$ cat config.mk
export PLATFORM = sky130hd
export DESIGN_NAME = iba_ctrl
export DESIGN_NICKNAME = d
export VERILOG_FILES = /design/src/dpq_pkg.sv /design/src/iba_ctrl.sv
export SDC_FILE = /design/constraint.sdc
export NUM_CORES = 1
export LEC_CHECK = 0
export ABC_AREA = 1
export BUFFER_PORTS_ARGS = -buffer_cell sky130_fd_sc_hd__buf_2
export CORE_AREA = 3 3 40 42
export DETAILED_ROUTE_END_ITERATION = 10
export DIE_AREA = 0 0 43 45
export GPL_ROUTABILITY_DRIVEN = 0
export GPL_TIMING_DRIVEN = 0
export PLACE_DENSITY_LB_ADDON = 0.05
export SYNTH_ARGS = -nofsm -noshare
export SYNTH_HDL_FRONTEND = slang
export SYNTH_SLANG_ARGS = --single-unit
$ cat constraint.sdc
create_clock -name clk -period 0.9 [get_ports clk]
set_input_delay 0.135 -clock clk [delete_from_list [all_inputs] [get_ports clk]]
set_output_delay 0.135 -clock clk [all_outputs]
set_load 0.02 [all_outputs]
$ cat src/dpq_pkg.sv
package dpq_pkg;

   // word count of a frame or a read request
   localparam int LEN_W = 8;

   typedef logic [LEN_W-1:0] len_t;

   // read controller states
   typedef enum logic [1:0]
   {
      IDLE,    // waiting for a request
      READ,    // issuing reads, stalled by writes
      DRAIN    // last read issued, word still in flight
   } rd_state_e;

endpackage

$ cat src/iba_ctrl.sv
module iba_ctrl
   import dpq_pkg::*;
(
   input  logic clk,
   input  logic rst_n_i,
   input  logic req_valid_i,
   input  logic wr_valid_i,   // a write owns the RAM this cycle
   input  logic last_i,
   output logic req_ready_o,
   output logic load_o,
   output logic step_o,
   output logic done_o
);

   rd_state_e state_q;
   rd_state_e state_d;
   logic      done_q;

   always_comb
   begin
      state_d = state_q;
      case (state_q)
         IDLE:
         begin
            if (load_o)
            begin
               state_d = READ;
            end
         end
         READ:
         begin
            if (last_i)
            begin
               state_d = DRAIN;
            end
         end
         DRAIN:
         begin
            state_d = IDLE;   // final word leaves the RAM now
         end
         default:
         begin
            state_d = IDLE;
         end
      endcase
   end

   always_ff @(posedge clk or negedge rst_n_i)
   begin
      if (!rst_n_i)
      begin
         state_q <= IDLE;
         done_q  <= 1'b0;
      end
      else
      begin
         state_q <= state_d;
         done_q  <= (state_q == DRAIN);   // cycle after the last rd_valid
      end
   end

   // a new request is taken only once done has been seen
   assign req_ready_o = (state_q == IDLE) && !done_q;
   assign load_o      = req_ready_o && req_valid_i;
   assign step_o      = (state_q == READ) && !wr_valid_i;   // writes win
   assign done_o      = done_q;

endmodule

; Word-level counts from Yosys, hierarchy flattened
; Index checks and enable logic that the tools add are counted.
[totals]
register_bits = 3
input_bits = 5
wordCells = 16
out_inout_bits = 4
[op_classes]
mux = 3
n_eq_ne = 4
reduce_logical = 7
[ops]
columns = cell, count
row1 = $mux W2, 2
row2 = $ne A2 B2 Y1 const B, 2
row3 = $pmux W2 S2, 1
row4 = $logic_and A1 B1 Y1, 3
row5 = $eq A2 B1 Y1 const B, 1
row6 = $eq A2 B2 Y1 const B, 1
row7 = $logic_not A1 Y1, 2
row8 = $logic_not A2 Y1, 1
row9 = $reduce_and A2 Y1, 1

; Longest topological paths before layout
[logic_depth]
depth_word = 5
ltp_mapped = 3
ltp_nobuf = 3

; Worst setup path after synthesis
; No wires, ideal clock.
[synth_path]
path_kind = register -> output
startpoint = register state_q[1]
endpoint = output step_o
t_required_ps = 765
arrival_time_ps = 790
stages_incl_launch_ff = 4
path_buffers = 0
setup_slack_ps = -25
cell_sequence = dfrtp_1 -> inv_1 -> nand2_1 -> nor2_1
[synth_between]
elab_chain_cells = 2
[synth_lines]
columns = item, line_no
row1 = start: declaration, iba_ctrl.sv:15  ; rd_state_e state_q;
row2 = start signal: assignment, iba_ctrl.sv:57  ; state_q <= state_d;
row3 = $eq A2 B1 Y1, iba_ctrl.sv:65  ; assign step_o = (state_q == READ) && !wr_valid_i;
row4 = $logic_and A1 B1 Y1, iba_ctrl.sv:65
row5 = end: declaration, iba_ctrl.sv:11  ; output logic step_o,
; Every way passes these cells.

; Final worst setup path
[layout_path]
startpoint = register state_q[1]
endpoint = output load_o
[layout_between]
elab_chain_cells = 3
[layout_lines]
columns = item, line_no
row1 = $logic_not A2 Y1, iba_ctrl.sv:63  ; assign req_ready_o = (state_q == IDLE) && !done_q;
row2 = $logic_and A1 B1 Y1, iba_ctrl.sv:63
row3 = $logic_and A1 B1 Y1, iba_ctrl.sv:64  ; assign load_o = req_ready_o && req_valid_i;
row4 = end: declaration, iba_ctrl.sv:10  ; output logic load_o,
; Every way passes these cells.

==> impl_metrics.csv <==
group,metric,value,unit
outcome,status,"finished, violations left",
outcome,violations,"negative setup slack",
critical_path,endpoint_kind,"output port",
routing,wirelength,317,um
pwr,seqPwrFrac,0.252,
layout,drive_above_1_share,0.581,
pwr,powerDensity,3360,mW/mm^2
yosys,ys_seq_area_frac,0.545,
yosys,synth_top_family_by_area,"simple AND/OR/NAND/NOR gates",
layout,area_growth,91.8,%
sta,setup_viol,3,
critical_path,worstSetupStartpoint,"state_q[1]",
clock_network,clock_latency,0.23,ns
clock_network,clockBufferDepth,2,
critical_path,reg2reg_depth,4,
global_route,top_usage_layer,"met3",
global_route,grt_max_degree,5,
yosys,synth.ff_latch_count,3,
placement,dp_slack,-0.0500,ns
placement,dpl_cell_area,199,sq um
flow_run,drv_cap,0,
sta,hold_violations,0,
critical_path,critPathLaunchType,"flop",
critical_path,rrSetupSlack,0.04,ns
sta,worst_slack,-0.235,ns
routing,num_vias,137,
floorplan,rows,13,
yosys,ys_types,7,
global_route,grt_use_met1,0.0510,
yosys,muxShareOfSynthArea,0,
layout,n_antenna_cell,0,
clock_network,cts_max_level,1,
routing,firstDrtPassIters,2,
pwr,swShare,0.380,
floorplan,die_h,45,um
placement,port-buffer-count,8,
global_route,overflow,0,
floorplan,floorplan.initialDensity,0.107,
layout,design_area,264,sq um
layout,nNetsFinal,37,
clock_network,clkTransAtPathRegs,0.03,ns
critical_path,rr_startpoint,"state_q[1]",
floorplan,dieArea,0.00194,sq mm
pwr,total_power,0.888,mW
pwr,p_comb_frac,0.492,
pwr,power_switching,0.337,mW
floorplan,core-area,0.00128,sq mm
yosys,yosysTopAreaCellShare,0.545,
critical_path,crit_arrival,1.00,ns
yosys,synthXorXnorAreaFrac,0,
critical_path,worstPathMaxFanout,2,
yosys,synth_edf_count,0,
pwr,p_int,0.551,mW
yosys,ys_top_cells_by_area,"dfrtp_1, inv_1, nand2_1, nor2_1, nand3_2",
sta,worstMarginPinSlew,0.145,ns
layout,n_fill_cell,143,
yosys,yosys_warnings,0,
yosys,synth_cells,17,
routing,drc,0,
global_route,antenna_found_initial,0,
routing,drt_iter0_drc,1,
global_route,grt_pass1_wl,558,um
routing,final_antenna_net_count,0,
global_route,met3_usage,0.0637,
critical_path,criticalPathCategory,"reg2out",
yosys,yosysTopAreaCell,"dfrtp_1",
yosys,yosys.area_share.adder,0,
critical_path,critPathRequiredTime,0.76,ns
sta,min_period,1.14,ns
yosys,synthFlopType,"dfrtp_1",
clock_network,cts.sinks,3,
yosys,synth-simple-area-share,0.318,
yosys,synth_compound_area_frac,0,
sta,finalClockSkew,0.00337,ns
routing,wl_per_cell,6.89,um
critical_path,rr_endpoint,"state_q[0]",
pwr,ir_drop,1050,uV
placement,placed_cells,40,
yosys,avgSynthCellArea,8.10,sq um
yosys,synthMostInstantiatedCell,"inv_1",
hold_path,worstHoldPathType,"in2reg",
layout,fin_cells,46,
sta,relSlewSlack,0.903,
clock_network,clock_tree.root_cell,"clkbuf_4",
yosys,ys_top_cells_by_count,"inv_1, dfrtp_1, nand2_1, nor2_1",
sta,timing.final.crit_share,1.26,
clock_network,cts_tree,"yes",
clock_network,cts_made_buffers,3,
floorplan,io_pins,9,
routing,via_per_inst,2.98,
global_route,grt_use_met2,0.0509,
global_route,grt_pass1_vias,140,
sta,rsz0062_at_grt,"yes",
yosys,async_reset_ff_frac,1.00,
pwr,power_leakage,0.147,nW
sta,fmax,881,MHz
pwr,clockPowerShare,0.256,
yosys,syn-num-nets,22,
yosys,syn_area,138,sq um
layout,final_core_util,0.205,
sta,drv_slew,0,
floorplan,fp.dieW,43,um
critical_path,endpoint,"load_o",
global_route,grt_util_all_layers,0.0451,
-- timing repair --
item | CTS | global route
cloned | 0 | 0
pin swaps | 2 | 3
hold buffers | 1 | 0
setup buffers | 1 | 0
endpoints found under the setup margin | 3 | 5
endpoints found under the hold margin | 3 | 0
gates resized for setup | 9 | 0
-- worst max-delay path, stage by stage (launching register included) --
cell	delay, ns
dfrtp_1	0.39
nor2_2	0.14
nand3_2	0.08
inv_2	0.06
buf_6	0.10
-- state kept, by name (all words and copies together) (netlist names) --
register,flops
done_o,1
state_q,2
-- stage by stage --
stage | setup TNS [ns] | hold WS [ns]
floorplan | 0 | -0.161
global placement | -0.0932 | -0.0646
detailed placement | -0.0797 | -0.0669
CTS | -0.810 | 0.143
global route | -0.992 | 0.138
finish | -0.671 | 0.150
-- power groups by stage --
stage / Sequential (mW) / Combinational, mW / Clock (mW)
after floorplan: 0.230 / 0.208 / 0
after global placement: 0.226 / 0.323 / 0
after detailed placement: 0.224 / 0.324 / 0
after CTS: 0.224 / 0.453 / 0.241
after global routing: 0.230 / 0.488 / 0.265
final: 0.224 / 0.437 / 0.228
-- placed cells by master (no fill, tap or decap) --
master / count
nor2_2: 2
dfrtp_1: 3
clkbuf_4: 3
buf_6: 3
nor2_1: 2
nand3_2: 1
buf_2: 5
inv_1: 3
clkbuf_1: 1
nand2_1: 2
dlygate4sd3_1: 1
buf_4: 1
inv_2: 2
nand3_1: 1
nand2_2: 1
-- layout make-up --
type                            instances  area, sq um  share of cell area
Clock buffer                            4         26.3              0.0995
Inverter                                5         18.8              0.0711
Multi-Input combinational cell          9         48.8               0.185
Sequential cell                         3         75.1               0.284
Tap cell                               15         18.8              0.0711
Timing Repair Buffer                   10         76.3               0.289
-- logic make-up (layout without fill, tap and decap cells) --
logic type	after synthesis	after routing
AND/OR/NAND/NOR	9	9
flip-flops	3	3
buffers and inverters	5	19
-- how the worst min path moves through the flow --
stage / start / end / slack (ns) / cells past startpoint
after floorplan: rst_n_i / done_o / -0.16 / 0
after global placement: rst_n_i / done_o / -0.06 / 1
after detailed placement: rst_n_i / done_o / -0.07 / 1
after CTS: last_i / state_q[1] / 0.14 / 3
after global routing: last_i / state_q[1] / 0.14 / 3
final: last_i / state_q[1] / 0.15 / 3
-- per-layer routing --
layer	wire (um)	part of all wire	vias up
met4	0	0	0
met1	154	0.49	50
met2	105	0.33	10
met5	0	0	-
met3	57	0.18	0
li1	-	-	77
(Power assumes the default switching activity.)
