==> src/iba_pkg.sv <==
package iba_pkg;

   // buffer RAM geometry
   localparam int DATA_W    = 32;
   localparam int ADDR_W    = 8;
   localparam int RAM_DEPTH = 256;   // 2**ADDR_W words

   // upper part of frame word 2 that goes into the second header word
   localparam int MAC_HI_W = 16;

   typedef logic [DATA_W-1:0] word_t;   // one frame word
   typedef logic [ADDR_W-1:0] addr_t;   // buffer address, wraps at RAM_DEPTH

endpackage

==> src/dpq_pkg.sv <==
package dpq_pkg;

   // word count of a frame or a read request
   localparam int LEN_W = 8;

   typedef logic [LEN_W-1:0] len_t;

   // read controller states
   typedef enum logic [1:0]
   {
      IDLE,    // waiting for a request
      READ,    // issuing reads, stalled by writes
      DRAIN    // last read issued, word still in flight
   } rd_state_e;

endpackage

==> src/ram_if.sv <==
interface ram_if
   import iba_pkg::*;
();

   logic  we;      // write strobe
   addr_t waddr;
   word_t wdata;
   logic  re;      // read strobe, data one cycle later
   addr_t raddr;
   word_t rdata;

   modport writer (output we, output waddr, output wdata);

   modport reader (output re, output raddr, input rdata);

   modport mem
   (
      input  we, input waddr, input wdata,
      input  re, input raddr,
      output rdata
   );

endinterface

==> src/read_sequencer.sv <==
module read_sequencer
   import iba_pkg::*, dpq_pkg::*;
(
   input  logic  clk,
   input  logic  rst_n_i,
   input  logic  load_i,     // take start_i and len_i
   input  logic  step_i,     // issue one read
   input  addr_t start_i,
   input  len_t  len_i,
   ram_if.reader ram,
   output logic  last_o,
   output logic  rd_valid_o,
   output word_t rd_data_o
);

   addr_t rd_addr_q;
   len_t  remain_q;     // reads still to issue
   logic  rd_valid_q;

   always_ff @(posedge clk or negedge rst_n_i)
   begin
      if (!rst_n_i)
      begin
         rd_addr_q  <= '0;
         remain_q   <= '0;
         rd_valid_q <= 1'b0;
      end
      else
      begin
         if (load_i)
         begin
            rd_addr_q <= start_i;
            remain_q  <= len_i;
         end
         else if (step_i)
         begin
            rd_addr_q <= rd_addr_q + 1'b1;   // wraps past 255
            remain_q  <= remain_q - 1'b1;
         end
         rd_valid_q <= step_i;   // lines up with registered RAM data
      end
   end

   assign ram.re    = step_i;
   assign ram.raddr = rd_addr_q;

   // this step issues the final read
   assign last_o = step_i && (remain_q == LEN_W'(1));

   assign rd_valid_o = rd_valid_q;
   assign rd_data_o  = ram.rdata;

endmodule

==> src/flat_wrapper.sv <==
// flat-port wrapper written by rule: the top's interface ports become plain ports
module read_sequencer_flat import iba_pkg::*, dpq_pkg::*;
  (clk, rst_n_i, load_i, step_i, start_i, len_i, last_o, rd_valid_o, rd_data_o, ram_re, ram_raddr, ram_rdata);
  ram_if ram_i ();
  input  logic clk;
  input  logic rst_n_i;
  input  logic load_i;
  input  logic step_i;
  input  addr_t start_i;
  input  len_t len_i;
  output logic last_o;
  output logic rd_valid_o;
  output word_t rd_data_o;
  output wire logic [$bits(ram_i.re)-1:0] ram_re;
  output wire logic [$bits(ram_i.raddr)-1:0] ram_raddr;
  input wire logic [$bits(ram_i.rdata)-1:0] ram_rdata;
  assign ram_re = ram_i.re;
  assign ram_raddr = ram_i.raddr;
  assign ram_i.rdata = ram_rdata;
  read_sequencer u_core (.clk(clk), .rst_n_i(rst_n_i), .load_i(load_i), .step_i(step_i), .start_i(start_i), .len_i(len_i), .ram(ram_i), .last_o(last_o), .rd_valid_o(rd_valid_o), .rd_data_o(rd_data_o));
endmodule
==> config.mk <==
export PLATFORM = sky130hd
export DESIGN_NAME = read_sequencer_flat
export DESIGN_NICKNAME = d
export VERILOG_FILES = /design/src/iba_pkg.sv /design/src/dpq_pkg.sv /design/src/ram_if.sv /design/src/read_sequencer.sv /design/src/flat_wrapper.sv
export SDC_FILE = /design/constraint.sdc
export NUM_CORES = 1
export LEC_CHECK = 0
export ABC_AREA = 1
export BUFFER_PORTS_ARGS = -buffer_cell sky130_fd_sc_hd__buf_2
export CORE_MARGIN = 5
export CORE_UTILIZATION = 40
export CTS_BUF_LIST = sky130_fd_sc_hd__clkbuf_8
export DETAILED_ROUTE_END_ITERATION = 10
export MAX_ROUTING_LAYER = met4
export PLACE_DENSITY = 0.8
export SYNTH_ARGS = -nofsm -noshare
export SYNTH_HDL_FRONTEND = slang
export SYNTH_SLANG_ARGS = --single-unit
==> constraint.sdc <==
create_clock -name clk -period 1.65 [get_ports clk]
set_clock_uncertainty 0.15 [all_clocks]
set_input_delay 0.495 -clock clk [delete_from_list [all_inputs] [get_ports clk]]
set_output_delay 0.495 -clock clk [all_outputs]
set_load 0.01 [all_outputs]
======== After elaboration in Yosys (flattened, before gate mapping) ========
Cells that the tools add are included.
word-level totals
  register bits after elaboration ......... 17
  input port bits ......................... 52
  word-level logic and storage cells ...... 12
cells by class
  $add $sub $neg .......................... 2
  equality and inequality tests ........... 1
  muxes and demuxes ....................... 4
  reduce and logical (&&, ||, !) cells .... 2
operator list
  cell                                                                number
  8-bit two-way mux                                                   4
  8-bit by 1-bit adder with 8-bit output, second input constant       1
  8-bit by 1-bit == test with 1-bit output, second input constant     1
  8-bit by 1-bit subtractor with 8-bit output, second input constant  1
  2-bit nonzero test                                                  1
  1-bit logical AND                                                   1

======== Longest topological paths before layout ========
  depth in word-level cells ............... 3
  mapped depth ............................ 7
  gate-level depth less buffers ........... 7

======== Worst setup path after synthesis ========
Ideal clock, no wire load.
  path kind ............................... register to output
  start point ............................. register u_core.remain_q[3]
  end point ............................... output port last_o
  data arrival time ....................... 0.840 ns
  slack ................................... 0.165 ns
  cell stages (with the launch flop) ...... 4
  path buffers ............................ 0
  path through ............................ dfrtp_1 > nor2_4 > nand2_1 > nor2_1
between the ends
  word-level cells in the longest chain between the ends .. 2
RTL lines
  what                                      RTL line              source
  start, declared                           read_sequencer.sv:17  len_t remain_q;
  start signal, assigned                    read_sequencer.sv:33  remain_q <= len_i;
  start signal, assigned                    read_sequencer.sv:38  remain_q <= remain_q - 1'b1;
  8-bit by 1-bit == test with 1-bit output  read_sequencer.sv:48  assign last_o = step_i && (remain_q == LEN_W'(1));
  1-bit logical AND                         read_sequencer.sv:48
  end, declared                             flat_wrapper.sv:11    output logic last_o;
Every way passes these cells.

======== Worst setup path after layout ========
  start point ............................. register u_core.remain_q[1]
  end point ............................... output port last_o
The elaborated chain is that of the path after synthesis.

==> results by group <==
Outcome
  – Result of the run: finished with violations
  – Failing checks: negative hold slack, negative setup slack

Power
  – Pleak: 0.6574 nW
  – VDD IR-drop max: 0.2795 mV
  – Total power divided by cell area: 851.3 nW/um2

Synthesis
  – Count of yosys warnings during synthesis: 0
  – Proportion of netlist area held by the largest area contributor: 33.86%
  – Gate count of the mapped netlist: 156
  – Count of different cell masters after synthesis: 24
  – Number of synthesized flops with an enable pin: 0
  – Dominant register cell in the synthesized netlist: dfrtp_1
  – Synth top area cells: dfrtp_1, buf_4, nand2_1, a22oi_1, nand3_1
  – Number of flip-flops and latches in the synthesized netlist: 17
  – Cell type with the highest aggregate area in the netlist: dfrtp_1
  – Combined area of all synthesized cells: 1256 um2
  – Mean cell area of the mapped netlist: 8.053 um2
  – Syn nets: 211
  – Share of async-settable or async-resettable flops after synthesis: 100.0%
  – Fraction of the yosys area taken by sequential cells: 33.86%

Finish
  – Area delta synth->final: 7.769%
  – Total area of sequential cells: 425.4 um2
  – Final Net Count: 223
  – Final design area excluding fillers: 1354 um2
  – Fillers: 307
  – Most common library cell in the layout ignoring fill and taps: nand2_1
  – Fraction of final layout cells with drive strength greater than 1: 35.93%
  – Commonest cells after routing, fill and taps aside: nand2_1, buf_2, dfrtp_1
  – Post-route core utilization: 44.71%
  – Antenna diode count: 0
  – Non-Filler Instances: 211
  – Total area of multi-input combinational cells: 539.3 um2

STA
  – Setup repair after global routing missed its margin: yes
  – Max Fclk: 554.9 MHz
  – Final WS setup: -152.0 ps
  – Number of endpoints failing setup at the final stage: 1
  – Normalized max-slew margin: 74.27%
  – Number of slew-limit violations in the final report: 0
  – Final worst-path cycle share: 109.2%
  – Minimum clock period after layout: 1802 ps
  – Worst hold slack after final layout: -2.919 ps
  – Hold Fails Final Rpt: 11
  – Slew at the pin closest to its max-slew limit: 385.9 ps

Detailed routing
  – Vias per inst: 4.754
  – Count of routing violations after the opening detailed-route iteration: 56
  – Number of routed nets with antenna violations: 0
  – Wire length per cell: 12.52 um
  – DR DRC count: 0
  – Total wire length after detailed routing: 2642 um
  – Number of vias in the routed layout: 1003
  – Number of detailed-routing iterations run before antenna repair: 4

Worst setup path
  – R2r worst-path depth: 9
  – Critical path arrival: 1160 ps
  – Internal reg-to-reg setup slack: 50 ps
  – Source of the worst register-to-register timing path: u_core.remain_q[1]$_DFFE_PN0P_
  – Largest fanout on the critical path: 2
  – Data required time of the critical path: 1000 ps
  – Reg-to-Reg End: u_core.remain_q[6]$_DFFE_PN0P_
  – Critical path endpoint category: primary output
  – Crit path kind: flip-flop to primary output
  – Startpoint class of the critical path: flip-flop

Clock tree
  – Worst-path clk slew: 70 ps
  – Post-cts hold buffer count: 0
  – Worst skew pair latency: 260 ps
  – Number of buffers created by CTS: 3
  – Root cell of the clock tree: clkbuf_8
  – Deepest level of the CTS H-tree: 1
  – Clock tree buffer depth: 2
  – Clock tree from TritonCTS: built
  – Total number of clock tree sinks: 17

Placement
  – Placer congestion estimate: 0.7979
  – Area after DPL: 1250 um2
  – Number of cells after detailed placement: 202
  – Sum of net half-perimeters after detailed placement: 1960 um
  – Buffers on Ports: 30
  – Post-Place Worst Slack: 63.11 ps

GRT
  – Maximum number of pins on one net before global-route repair: 18
  – Initial antenna violation count: 0
  – Total grt overflow: 0
  – Global-route usage over all layers: 14.04%
  – Via count of the first global-routing pass: 1001
  – Global-route wire length before repair: 4547 um

Die
  – Row cnt: 20
  – Die boundary width: 66.04 um
  – Die Outline Area: 4361 um2
  – Starting Density: 41.49%
  – I/O pin count: 95
  – Die boundary height: 66.04 um
  – Placeable Area: 3028 um2

Hold path
  – Type of the most critical hold path: input port to async pin

Job
  – Max-cap violation count: 0
critical path: stages, from the launching register on:
cell and delay [ps]:
dfrtp_1 390, inv_2 80, ha_4 110, nand4_1 60, nor2_1 110, buf_2 140
cell type report:
class / count / area share (%)
well taps: 44 / 4.067
multi-input cells: 93 / 39.83
clock inverters: 1 / 0.3697
inverters: 10 / 2.957
repair buffers: 43 / 18.30
flip-flops and latches: 17 / 31.42
clock buffers: 3 / 3.050
worst max-delay path by stage:
stage	startpoint	end	slack, ps	depth (start not counted)
floorplan	u_core.remain_q[3]$_DFFE_PN0P_	last_o	160	3
global route	u_core.remain_q[1]$_DFFE_PN0P_	last_o	-200	5
global placement	step_i	last_o	60	4
CTS	u_core.remain_q[1]$_DFFE_PN0P_	last_o	-170	5
detailed placement	step_i	last_o	60	4
finish	u_core.remain_q[1]$_DFFE_PN0P_	last_o	-150	5
timing repair:
action	4_1_cts	5_1_grt
setup endpoints to repair	1	2
setup buffers	3	2
gates resized for setup	3	4
pin swaps	2	3
per-layer routing:
metal	part of all wire, %	vias up	track usage [%]	wire [um]
met2	46	27	21.28	1225
met5	0	-	-	0
met4	1.3	0	5.076	34
met3	7.8	2	5.102	205
met1	45	473	17.17	1176
li1	-	501	-	-
flip-flops by register name (all words and copies together) (netlist names):
name and flops:
u_core.ram.raddr 8, u_core.remain_q 8, u_core.rd_valid_o 1
cell families (layout without fill, tap and decap cells):
logic type | after synthesis | count (layout) | share of synthesized area (%)
fa+ha+maj | 3 | 3 | 2.988
compound gates | 20 | 20 | 10.76
flops | 17 | 17 | 33.86
buf+inv | 46 | 57 | 24.80
simple gates | 65 | 65 | 24.10
xor+xnor | 5 | 5 | 3.486
stage by stage:
step / power (W) / setup TNS, ps / hold WS, ps
2_1_floorplan: 0.0007686 / 0 / 49.41
4_1_cts: 0.001147 / -172.9 / 16.22
3_3_place_gp: 0.0007980 / 0 / 292.3
3_5_place_dp: 0.0008041 / 0 / 296.2
5_1_grt: 0.001236 / -261.2 / 20.24
6_report: 0.001152 / -152.0 / -2.919
where the power goes:
part           internal [W]  switching (W)  leakage [nW]
clock              0.000168       0.000156        0.0255
sequential         0.000465      0.0000529         0.205
combinational      0.000145       0.000166         0.427
total              0.000778       0.000374         0.657
cell usage after synthesis (2+ instances only):
master	instances
buf_4	34
nand2_1	32
xor2_1	4
ha_1	3
a22oi_1	9
nand3_1	13
o211ai_1	4
nor2_4	2
nor2_1	12
dfrtp_1	17
nor2_2	2
nand4_1	2
o21ai_1	4
inv_1	8
Power figures use the tool's default switching activity.
