[config.mk]
export PLATFORM = sky130hd
export DESIGN_NAME = frame_writer_flat
export DESIGN_NICKNAME = d
export VERILOG_FILES = /design/src/iba_pkg.sv /design/src/dpq_pkg.sv /design/src/ram_if.sv /design/src/frame_writer.sv /design/src/flat_wrapper.sv
export SDC_FILE = /design/constraint.sdc
export NUM_CORES = 1
export LEC_CHECK = 0
export BUFFER_PORTS_ARGS = -buffer_cell sky130_fd_sc_hd__buf_2
export CAP_MARGIN = 10
export CORE_AREA = 10 10 116 118
export DETAILED_ROUTE_END_ITERATION = 10
export DIE_AREA = 0 0 126 128
export PLACE_DENSITY_LB_ADDON = 0.12
export SLEW_MARGIN = 20
export SYNTH_ARGS = -nofsm -noshare
export SYNTH_HDL_FRONTEND = slang
export SYNTH_SLANG_ARGS = --single-unit
[constraint.sdc]
create_clock -name clk -period 2 [get_ports clk]
set_clock_uncertainty 0.2 [all_clocks]
set_input_delay 0.1 -clock clk [delete_from_list [all_inputs] [get_ports clk]]
set_output_delay 0.1 -clock clk [all_outputs]
set_load 0.03 [all_outputs]
[src/iba_pkg.sv]
package iba_pkg;

   // buffer RAM geometry
   localparam int DATA_W    = 32;
   localparam int ADDR_W    = 8;
   localparam int RAM_DEPTH = 256;   // 2**ADDR_W words

   // upper part of frame word 2 that goes into the second header word
   localparam int MAC_HI_W = 16;

   typedef logic [DATA_W-1:0] word_t;   // one frame word
   typedef logic [ADDR_W-1:0] addr_t;   // buffer address, wraps at RAM_DEPTH

endpackage

[src/dpq_pkg.sv]
package dpq_pkg;

   // word count of a frame or a read request
   localparam int LEN_W = 8;

   typedef logic [LEN_W-1:0] len_t;

   // read controller states
   typedef enum logic [1:0]
   {
      IDLE,    // waiting for a request
      READ,    // issuing reads, stalled by writes
      DRAIN    // last read issued, word still in flight
   } rd_state_e;

endpackage

[src/ram_if.sv]
interface ram_if
   import iba_pkg::*;
();

   logic  we;      // write strobe
   addr_t waddr;
   word_t wdata;
   logic  re;      // read strobe, data one cycle later
   addr_t raddr;
   word_t rdata;

   modport writer (output we, output waddr, output wdata);

   modport reader (output re, output raddr, input rdata);

   modport mem
   (
      input  we, input waddr, input wdata,
      input  re, input raddr,
      output rdata
   );

endinterface

[src/frame_writer.sv]
module frame_writer
   import iba_pkg::*, dpq_pkg::*;
(
   input  logic  clk,
   input  logic  rst_n_i,
   input  logic  wr_valid_i,
   input  logic  sof_i,
   input  logic  eof_i,
   input  word_t wr_data_i,
   ram_if.writer ram,
   output logic  hdr_valid_o,
   output word_t hdr_data_o
);

   addr_t               wr_ptr_q;       // next free buffer word
   addr_t               start_addr_q;   // address of the current frame's first word
   len_t                len_cnt_q;      // words of the current frame so far
   len_t                frame_len_d;
   word_t               first_word_q;
   word_t               hdr_word1_q;
   word_t               hdr_data_q;
   logic [MAC_HI_W-1:0] mac_hi_q;
   logic [MAC_HI_W-1:0] mac_hi_d;
   logic                hdr_first_q;
   logic                hdr_second_q;
   logic                wr_sof;
   logic                wr_eof;

   assign wr_sof = wr_valid_i & sof_i;
   assign wr_eof = wr_valid_i & eof_i;

   // length including the word on the bus
   assign frame_len_d = len_cnt_q + 1'b1;

   // second word of the frame carries the upper dmac bits
   assign mac_hi_d = (len_cnt_q == LEN_W'(1)) ? wr_data_i[DATA_W-1 -: MAC_HI_W] : mac_hi_q;

   // RAM write port, written in the same cycle as the word arrives
   assign ram.we    = wr_valid_i;
   assign ram.waddr = wr_ptr_q;
   assign ram.wdata = wr_data_i;

   always_ff @(posedge clk or negedge rst_n_i)
   begin
      if (!rst_n_i)
      begin
         wr_ptr_q     <= '0;
         len_cnt_q    <= '0;
         hdr_first_q  <= 1'b0;
         hdr_second_q <= 1'b0;
      end
      else
      begin
         if (wr_valid_i)
         begin
            wr_ptr_q  <= wr_ptr_q + 1'b1;   // wraps at 256
            len_cnt_q <= sof_i ? LEN_W'(1) : frame_len_d;
         end
         hdr_first_q  <= wr_eof;
         hdr_second_q <= hdr_first_q;
      end
   end

   always_ff @(posedge clk)
   begin
      if (wr_sof)
      begin
         start_addr_q <= wr_ptr_q;
         first_word_q <= wr_data_i;
      end
      if (wr_valid_i && !sof_i)
      begin
         mac_hi_q <= mac_hi_d;
      end
      // both header words are frozen at eof, so a following sof
      // cannot disturb them
      if (wr_eof)
      begin
         hdr_data_q  <= first_word_q;
         hdr_word1_q <= {mac_hi_d, frame_len_d, start_addr_q};
      end
      else if (hdr_first_q)
      begin
         hdr_data_q <= hdr_word1_q;
      end
   end

   assign hdr_valid_o = hdr_first_q | hdr_second_q;
   assign hdr_data_o  = hdr_data_q;

endmodule

[src/flat_wrapper.sv]
// flat-port wrapper written by rule: the top's interface ports become plain ports
module frame_writer_flat import iba_pkg::*, dpq_pkg::*;
  (clk, rst_n_i, wr_valid_i, sof_i, eof_i, wr_data_i, hdr_valid_o, hdr_data_o, ram_we, ram_waddr, ram_wdata);
  ram_if ram_i ();
  input  logic clk;
  input  logic rst_n_i;
  input  logic wr_valid_i;
  input  logic sof_i;
  input  logic eof_i;
  input  word_t wr_data_i;
  output logic hdr_valid_o;
  output word_t hdr_data_o;
  output wire logic [$bits(ram_i.we)-1:0] ram_we;
  output wire logic [$bits(ram_i.waddr)-1:0] ram_waddr;
  output wire logic [$bits(ram_i.wdata)-1:0] ram_wdata;
  assign ram_we = ram_i.we;
  assign ram_waddr = ram_i.waddr;
  assign ram_wdata = ram_i.wdata;
  frame_writer u_core (.clk(clk), .rst_n_i(rst_n_i), .wr_valid_i(wr_valid_i), .sof_i(sof_i), .eof_i(eof_i), .wr_data_i(wr_data_i), .ram(ram_i), .hdr_valid_o(hdr_valid_o), .hdr_data_o(hdr_data_o));
endmodule
## After elaboration in Yosys (flattened, before gate mapping)

Index checks and enable logic that the tools add are counted.

- Word-level logic and storage cells: 22
- Register bits after elaboration: 138
- Output and inout bits: 74
- Input bits: 37

- Reductions and logical operators: 3
- Muxes and demuxes: 4
- Add/sub/neg operators: 2
- Equality and inequality tests: 1
- Bitwise operators: 3

Operator list:

| operator | number |
|---|---|
| $mux W32 | 2 |
| $add A8 B1 Y8 const B | 2 |
| $mux W16 | 1 |
| $eq A8 B1 Y1 const B | 1 |
| $mux W8 | 1 |
| $and A1 B1 Y1 | 2 |
| $reduce_bool A2 Y1 | 1 |
| $logic_and A1 B1 Y1 | 1 |
| $logic_not A1 Y1 | 1 |
| $or A1 B1 Y1 | 1 |

## Longest topological paths before layout

Gate-level depths: netlist of the first run.

- Depth after elaboration: 2
- Depth in mapped cells: 6

## Worst setup path after synthesis of the first run

Ideal clock, no wire load.

- Path kind: input to register
- Start: input wr_valid_i
- End: register u_core.first_word_q[0] (enable)
- Slack: 0.096 ns
- Buffers on the path: 1
- Arrival time: 1.309 ns
- Data required time: 1.406 ns
- Stages on the path: 3
- Cells stage by stage: clkbuf_1 -> nand2_1 -> inv_1

- Word-level cells in the longest chain between the ends: 1

RTL lines:

| element | RTL line | text |
|---|---|---|
| start: declaration | flat_wrapper.sv:7 | `input logic wr_valid_i;` |
| $and A1 B1 Y1 | frame_writer.sv:29 | `assign wr_sof = wr_valid_i & sof_i;` |
| named net u_core.wr_sof | frame_writer.sv:26 | `logic wr_sof;` |
| end signal: assignment | frame_writer.sv:69 | `first_word_q <= wr_data_i;` |
| end: declaration | frame_writer.sv:19 | `word_t first_word_q;` |

The timed path passes the listed nets, and every way through them passes these cells.
A chain may end at the register's enable or synchronous reset.

## Final worst setup path of the first run

- Start: register u_core.len_cnt_q[1]
- End: register u_core.mac_hi_q[14] (data pin)

- Word-level cells in the longest chain between the ends: 2

RTL lines:

| element | RTL line | text |
|---|---|---|
| start: declaration | frame_writer.sv:17 | `len_t len_cnt_q;` |
| start signal: assignment | frame_writer.sv:57 | `len_cnt_q <= sof_i ? LEN_W'(1) : frame_len_d;` |
| $eq A8 B1 Y1 | frame_writer.sv:36 | `assign mac_hi_d = (len_cnt_q == LEN_W'(1)) ? wr_data_i[DATA_W-1 -: MAC_HI_W] : mac_hi_q;` |
| $mux W16 | frame_writer.sv:36 |  |
| named net u_core.mac_hi_d[14] | frame_writer.sv:23 | `logic [MAC_HI_W-1:0] mac_hi_d;` |
| end signal: assignment | frame_writer.sv:73 | `mac_hi_q <= mac_hi_d;` |
| end: declaration | frame_writer.sv:22 | `logic [MAC_HI_W-1:0] mac_hi_q;` |

The timed path passes the listed nets, and every way through them passes these cells.

==> results of run 1 <==
==> sequential cells by signal, indices dropped and copies added (netlist names) <==
name	cells
u_core.first_word_q	32
u_core.hdr_data_o	32
u_core.hdr_word1_q	32
u_core.mac_hi_q	16
u_core.len_cnt_q	8
u_core.ram.waddr	8
u_core.start_addr_q	8
u_core.hdr_first_q	1
u_core.hdr_second_q	1
==> critical path: stages, from the launching register on <==
cell	delay, ns
dfrtp_1	0.37
inv_1	0.07
ha_1	0.14
nor4b_4	0.24
nand2_4	0.24
mux2_4	0.37
==> through the flow <==
stage | hold WS (ns) | utilization | std cells
after global placement | -0.1445 | 0.5334 | 526
final | 0.1537 | 0.6214 | 594
after CTS | 0.1424 | 0.6223 | 595
after detailed placement | -0.1353 | 0.5334 | 526
after floorplan | -0.3956 | - | 300
after global routing | 0.1613 | 0.6214 | 594
==> final cells by class <==
| cell class | count | area, sq um |
|---|---|---|
| flip-flops and latches | 138 | 4054 |
| multi-input cells | 114 | 1035 |
| clock inverters | 15 | 201.4 |
| clock buffers | 17 | 425.4 |
| inverters | 7 | 26.28 |
| repair buffers | 160 | 1054 |
| fillers | 833 | 4249 |
| well taps | 143 | 178.9 |
==> power groups by stage <==
stage / clock network (mW) / logic (mW) / registers, mW
global placement: 0 / 1.10 / 3.72
detailed placement: 0 / 1.12 / 3.73
CTS: 3.33 / 1.18 / 3.67
global route: 3.44 / 1.25 / 3.71
floorplan: 0 / 0.577 / 3.93
finish: 3.26 / 1.16 / 3.67
==> how the worst min path moves through the flow <==
stage	startpoint	end	slack (ns)	depth (start not counted)
after floorplan	rst_n_i	u_core.hdr_first_q	-0.40	0
after global placement	rst_n_i	u_core.len_cnt_q[6]	-0.14	1
after detailed placement	rst_n_i	u_core.len_cnt_q[5]	-0.14	1
after CTS	eof_i	u_core.hdr_data_o[7]	0.14	4
after global routing	eof_i	u_core.hdr_data_o[6]	0.16	4
final	eof_i	u_core.hdr_data_o[6]	0.15	4
==> routing by layer <==
metal  part of all wire  track usage  vias up
met3              0.060      0.05583       18
met4              0.021      0.06296        0
met2               0.50       0.2198       77
met5                  0            0        -
met1               0.42       0.1437     1488
li1                   -            -     1373
==> cell families (layout without fill, tap and decap cells) <==
logic type	after synthesis	in the layout	synth area share
buffers and inverters	48	199	0.06123
xor gates and xnor gates	13	13	0.02103
muxes	49	49	0.1088
and+or+nand+nor	35	35	0.03651
adders and majority gates	3	3	0.006932
AOI/OAI and AO/OA	14	14	0.01687
DFF	138	138	0.7486
==> cell usage in the layout, fill, tap and decap left out, types with 7 or more instances in the layout <==
| cell type | instances |
|---|---|
| buf_4 | 11 |
| dlygate4sd3_1 | 36 |
| xor2_1 | 7 |
| edfxtp_1 | 120 |
| clkbuf_16 | 17 |
| mux2_2 | 39 |
| mux2_4 | 10 |
| dfrtp_1 | 18 |
| buf_2 | 110 |
| nand2_1 | 10 |
==> repair_timing <==
| action | in CTS | in global routing |
|---|---|---|
| endpoints found under the hold margin | 96 | 0 |
| hold buffers | 37 | 0 |
| resized for setup | 0 | 0 |
| endpoints found under the setup margin | 0 | 1 |
==> impl_metrics.env, run 1 <==
export IMPL_place_ws_ns=0.08986
export IMPL_ys_top_cells_by_count="edfxtp_1 (120), mux2_2 (39), buf_4 (33)"
export IMPL_dieArea_sq_um=16130
export IMPL_slew_headroom=0.4245
export IMPL_die_w_um=126
export IMPL_synth_cell_types=32
export IMPL_grt_pass1_wl_um=16400
export IMPL_die_h_um=128
export IMPL_gp_congestion=0.7998
export IMPL_grt_max_degree=35
export IMPL_synth_seq_cells=138
export IMPL_fin_ws_ns=0.1070
export IMPL_cts_made_buffers=17
export IMPL_combPwrFrac=0.143
export IMPL_grt_util_all_layers=0.1322
export IMPL_start_util=0.4825
export IMPL_swShare=0.2532
export IMPL_timing_rr_start="u_core.len_cnt_q[1]"
export IMPL_via_per_inst=4.976
export IMPL_via_count=2956
export IMPL_final_layout_size_suffix_gt1_frac=0.4678
export IMPL_rsz0062_at_grt="false"
export IMPL_cts_setup_buffers=0
export IMPL_crit_path_start="u_core.len_cnt_q[1]"
export IMPL_n_antenna_cell=0
export IMPL_final_max_slew_viol_count=0
export IMPL_setup_viol=0
export IMPL_peakVddDrop_uv=545.0
export IMPL_arrival_ns=1.86
export IMPL_clk_latency_ns=0.42
export IMPL_cts_root_buf="clkbuf_16"
export IMPL_r2r_end="u_core.mac_hi_q[14]"
export IMPL_rows=39
export IMPL_syn_nets=340
export IMPL_async_flop_share=0.1304
export IMPL_synth_warning_count=0
export IMPL_ant_nets=0
export IMPL_pwr_share_clk=0.403
export IMPL_fmax_ghz=0.5283
export IMPL_synth_top_cells_by_area="edfxtp_1 (67%), dfrtp_1 (8.3%), mux2_2 (8.1%), buf_4 (4.6%), mux2_4 (2.8%)"
export IMPL_total_power_mw=8.093
export IMPL_antenna_found_initial=0
export IMPL_grt_pass1_vias=3090
export IMPL_drc=0
export IMPL_h_tree_depth=4
export IMPL_seq_power_share=0.453
export IMPL_clock_sinks=138
export IMPL_synth_top_cell_by_area="edfxtp_1"
export IMPL_net_switching_power_mw=2.049
export IMPL_powerDensity_nw_per_um2=1160
export IMPL_synthesis_area_sq_um=5415
export IMPL_ff2ff_setup_slack_ns=0.11
export IMPL_post_route_period_util=0.9465
export IMPL_syn_to_final_growth_pct=28.79
export IMPL_dpl_cell_area_sq_um=5987
export IMPL_cts_tree="done"
export IMPL_synth_most_common_cell="edfxtp_1"
export IMPL_synth_edf_count=120
export IMPL_p_int_mw=6.044
export IMPL_ioPinCount=111
export IMPL_cts_buffer_depth=2
export IMPL_num_nets_final=478
export IMPL_cap_violations=0
export IMPL_cp_endpoint="u_core.mac_hi_q[14]"
export IMPL_syn_area_per_cell_sq_um=18.05
export IMPL_io_buffers=110
export IMPL_end_kind="flop"
export IMPL_worstPathMaxFanout=16
export IMPL_yosysTopAreaCellShare=0.6654
export IMPL_dp_hpwl_um=6697
export IMPL_final_setup_tns_ns=0
export IMPL_routed_wl_um=10540
export IMPL_status="completed"
export IMPL_r2r_cells=5
export IMPL_final_hold_viol_count=0
export IMPL_hold_class="input pin to flop"
export IMPL_crit_required_ns=1.97
export IMPL_wl_per_cell_um=17.75
export IMPL_leakage_nw=2.797
export IMPL_first_pass_iters=4
export IMPL_clk_pin_slew_ns=0.06
export IMPL_tightest_slew_ns=0.8604
export IMPL_drt_iter0_drc=144
export IMPL_fin_crit_ns=1.893
export IMPL_core_area_sq_um=11220
export IMPL_syn_inst=300
export IMPL_stdcell_area_sq_um=6974
export IMPL_critPathKind="flop to flop"
export IMPL_synth_seq_area_share=0.7486
export IMPL_synth_ff_type="edfxtp_1"
export IMPL_start_kind="flop"
export IMPL_overflow=0
Power figures use the tool's default switching activity.
==> inputs of run 2 (changes only) <==
- GPL_TIMING_DRIVEN: default -> 0
==> run 2 against run 1 <==
Net effect:
- worst setup slack got worse by 0.020 ns
- combinational power increased by 5%
- via count up 0.71%
- first-iteration DRC count decreased by 27%
- largest power group unchanged
- highest routed layer unchanged
==> impl_metrics.env, run 2 (synthesis gave the netlist of run 1 again) <==
export IMPL_status="completed"
export IMPL_fin_cells=626
export IMPL_slowest_stage="dfrtp_1"
export IMPL_fmax_ghz=0.5228
export IMPL_grt_pass1_wl_um=16380
export IMPL_cap_violations=0
export IMPL_drt_iter0_drc=105
export IMPL_rows=39
export IMPL_critPathKind="flop to flop"
export IMPL_nFillCells=842
export IMPL_cts_root_buf="clkbuf_16"
export IMPL_setup_viol=0
export IMPL_worstPathMaxFanout=10
export IMPL_final_max_slew_viol_count=0
export IMPL_syn_to_final_growth_pct=30.52
export IMPL_max_stage_delay_ns=0.42
export IMPL_grt_max_degree=34
export IMPL_ff2ff_setup_slack_ns=0.09
export IMPL_num_nets_final=509
export IMPL_overflow=0
export IMPL_layout_commonest_cell="edfxtp_1"
export IMPL_dieArea_sq_um=16130
export IMPL_start_kind="flop"
export IMPL_crit_chain="inv_1 -> ha_1 -> nor4b_4 -> nand2_4 -> buf_6 -> mux2_4"
export IMPL_cts_made_buffers=17
export IMPL_die_h_um=128
export IMPL_die_w_um=126
export IMPL_antenna_found_initial=0
export IMPL_worstHoldStart="wr_valid_i"
export IMPL_grt_pass1_vias=3112
export IMPL_min_to="u_core.ram.waddr[2]"
export IMPL_gp_congestion=0.7665
export IMPL_wl_per_cell_um=16.63
export IMPL_drc=0
export IMPL_final_layout_size_suffix_gt1_frac=0.4876
export IMPL_routed_wl_um=10410
export IMPL_holdPathStages=4
export IMPL_clk_latency_ns=0.39
export IMPL_clock_sinks=138
export IMPL_fin_crit_ns=1.913
export IMPL_core_area_sq_um=11220
export IMPL_hold_class="input pin to flop"
export IMPL_r2r_cells=6
export IMPL_tightest_slew_ns=0.8967
export IMPL_dp_cells=555
export IMPL_powerDensity_nw_per_um2=1064
export IMPL_io_buffers=110
export IMPL_rsz0062_at_grt="false"
export IMPL_timing_rr_start="u_core.len_cnt_q[1]"
export IMPL_dp_hpwl_um=6621
export IMPL_first_pass_iters=4
export IMPL_layout_common_cells="edfxtp_1 (120), buf_2 (113), mux2_2 (39)"
export IMPL_post_route_period_util=0.9563
export IMPL_h_tree_depth=4
export IMPL_ioPinCount=111
export IMPL_multiInputGateArea_sq_um=1032
export IMPL_dpl_cell_area_sq_um=6187
export IMPL_ant_nets=0
export IMPL_via_per_inst=4.756
export IMPL_arrival_ns=1.85
export IMPL_grt_util_all_layers=0.1295
export IMPL_end_kind="flop"
export IMPL_via_count=2977
export IMPL_leakage_nw=2.871
export IMPL_start_util=0.4825
export IMPL_seqCellArea_sq_um=4055
export IMPL_clk_pin_slew_ns=0.05
export IMPL_cts_buffer_depth=2
export IMPL_slew_headroom=0.4002
export IMPL_crit_required_ns=1.94
export IMPL_stdcell_area_sq_um=7068
export IMPL_r2r_end="u_core.mac_hi_q[8]"
export IMPL_cts_tree="done"
export IMPL_peakVddDrop_uv=556.1
export IMPL_final_hold_viol_count=0
-- run 2: cell count changes in the layout (fill, tap and decap cells not counted), sizes merged --
cell / before / now
diode: 0 / 1
clkbuf: 17 / 24
bufinv: 4 / 0
clkinvlp: 6 / 4
clkinv: 5 / 7
buf: 124 / 153
inv: 7 / 6
-- run 2: through the flow --
stage / TNS (ns) / worst slack (ns) / hold slack (ns) / util / power, mW
detailed placement: -3.388 / -0.1078 / -0.1284 / 0.5513 / 4.892
floorplan: 0 / 0.09623 / -0.3956 / - / 4.509
global route: 0 / 0.003262 / 0.1414 / 0.6295 / 7.830
CTS: 0 / 0.05806 / 0.1047 / 0.6285 / 7.592
global placement: -75.79 / -0.8363 / -0.1319 / 0.5475 / 4.860
finish: 0 / 0.08740 / 0.1116 / 0.6298 / 7.517
-- run 2: power breakdown --
part / leakage (nW) / internal [mW] / switching [mW]
combinational: 1.26 / 0.510 / 0.712
sequential: 1.37 / 3.50 / 0.163
clock: 0.236 / 1.56 / 1.07
total: 2.87 / 5.57 / 1.94
-- run 2: worst max path at each step --
stage / slack [ns] / to / startpoint / depth (start not counted)
2_1_floorplan: 0.1 / u_core.first_word_q[0] / wr_valid_i / 3
3_3_place_gp: -0.84 / u_core.first_word_q[24] / wr_valid_i / 4
3_5_place_dp: -0.11 / u_core.hdr_word1_q[10] / wr_valid_i / 4
4_1_cts: 0.06 / u_core.mac_hi_q[10] / wr_valid_i / 4
5_1_grt: 0.003 / u_core.hdr_word1_q[28] / u_core.len_cnt_q[1] / 6
6_report: 0.09 / u_core.mac_hi_q[8] / u_core.len_cnt_q[1] / 6
-- run 2: final cells by class --
type | count | area share
multi-input combinational | 114 | 0.1460
clock buffer | 22 | 0.06284
antenna | 1 | 0.0003540
tap | 143 | 0.02531
buffer | 41 | 0.04319
inverter | 7 | 0.004249
timing repair buffer | 150 | 0.1367
clock inverter | 10 | 0.007612
sequential | 138 | 0.5737
-- run 2: critical path, delay by kind of cell, from the launching register on --
family        cells  cell delay [ns]
flops             1             0.42
simple gates      2             0.32
mux               1             0.31
buf+inv           2             0.26
fa+ha+maj         1             0.14
-- run 2: routing by layer --
metal / wire length (um) / global-route usage
met1: 4426 / 0.1494
met2: 5386 / 0.2202
met3: 474 / 0.03763
met4: 123 / 0.05693
met5: 0 / 0
-- run 2: what timing repair did --
action,in CTS,in global routing
gates resized for setup,1,1
buffers inserted,1,1
endpoints found under the hold margin,90,0
endpoints found under the setup margin,20,32
hold buffers,36,0
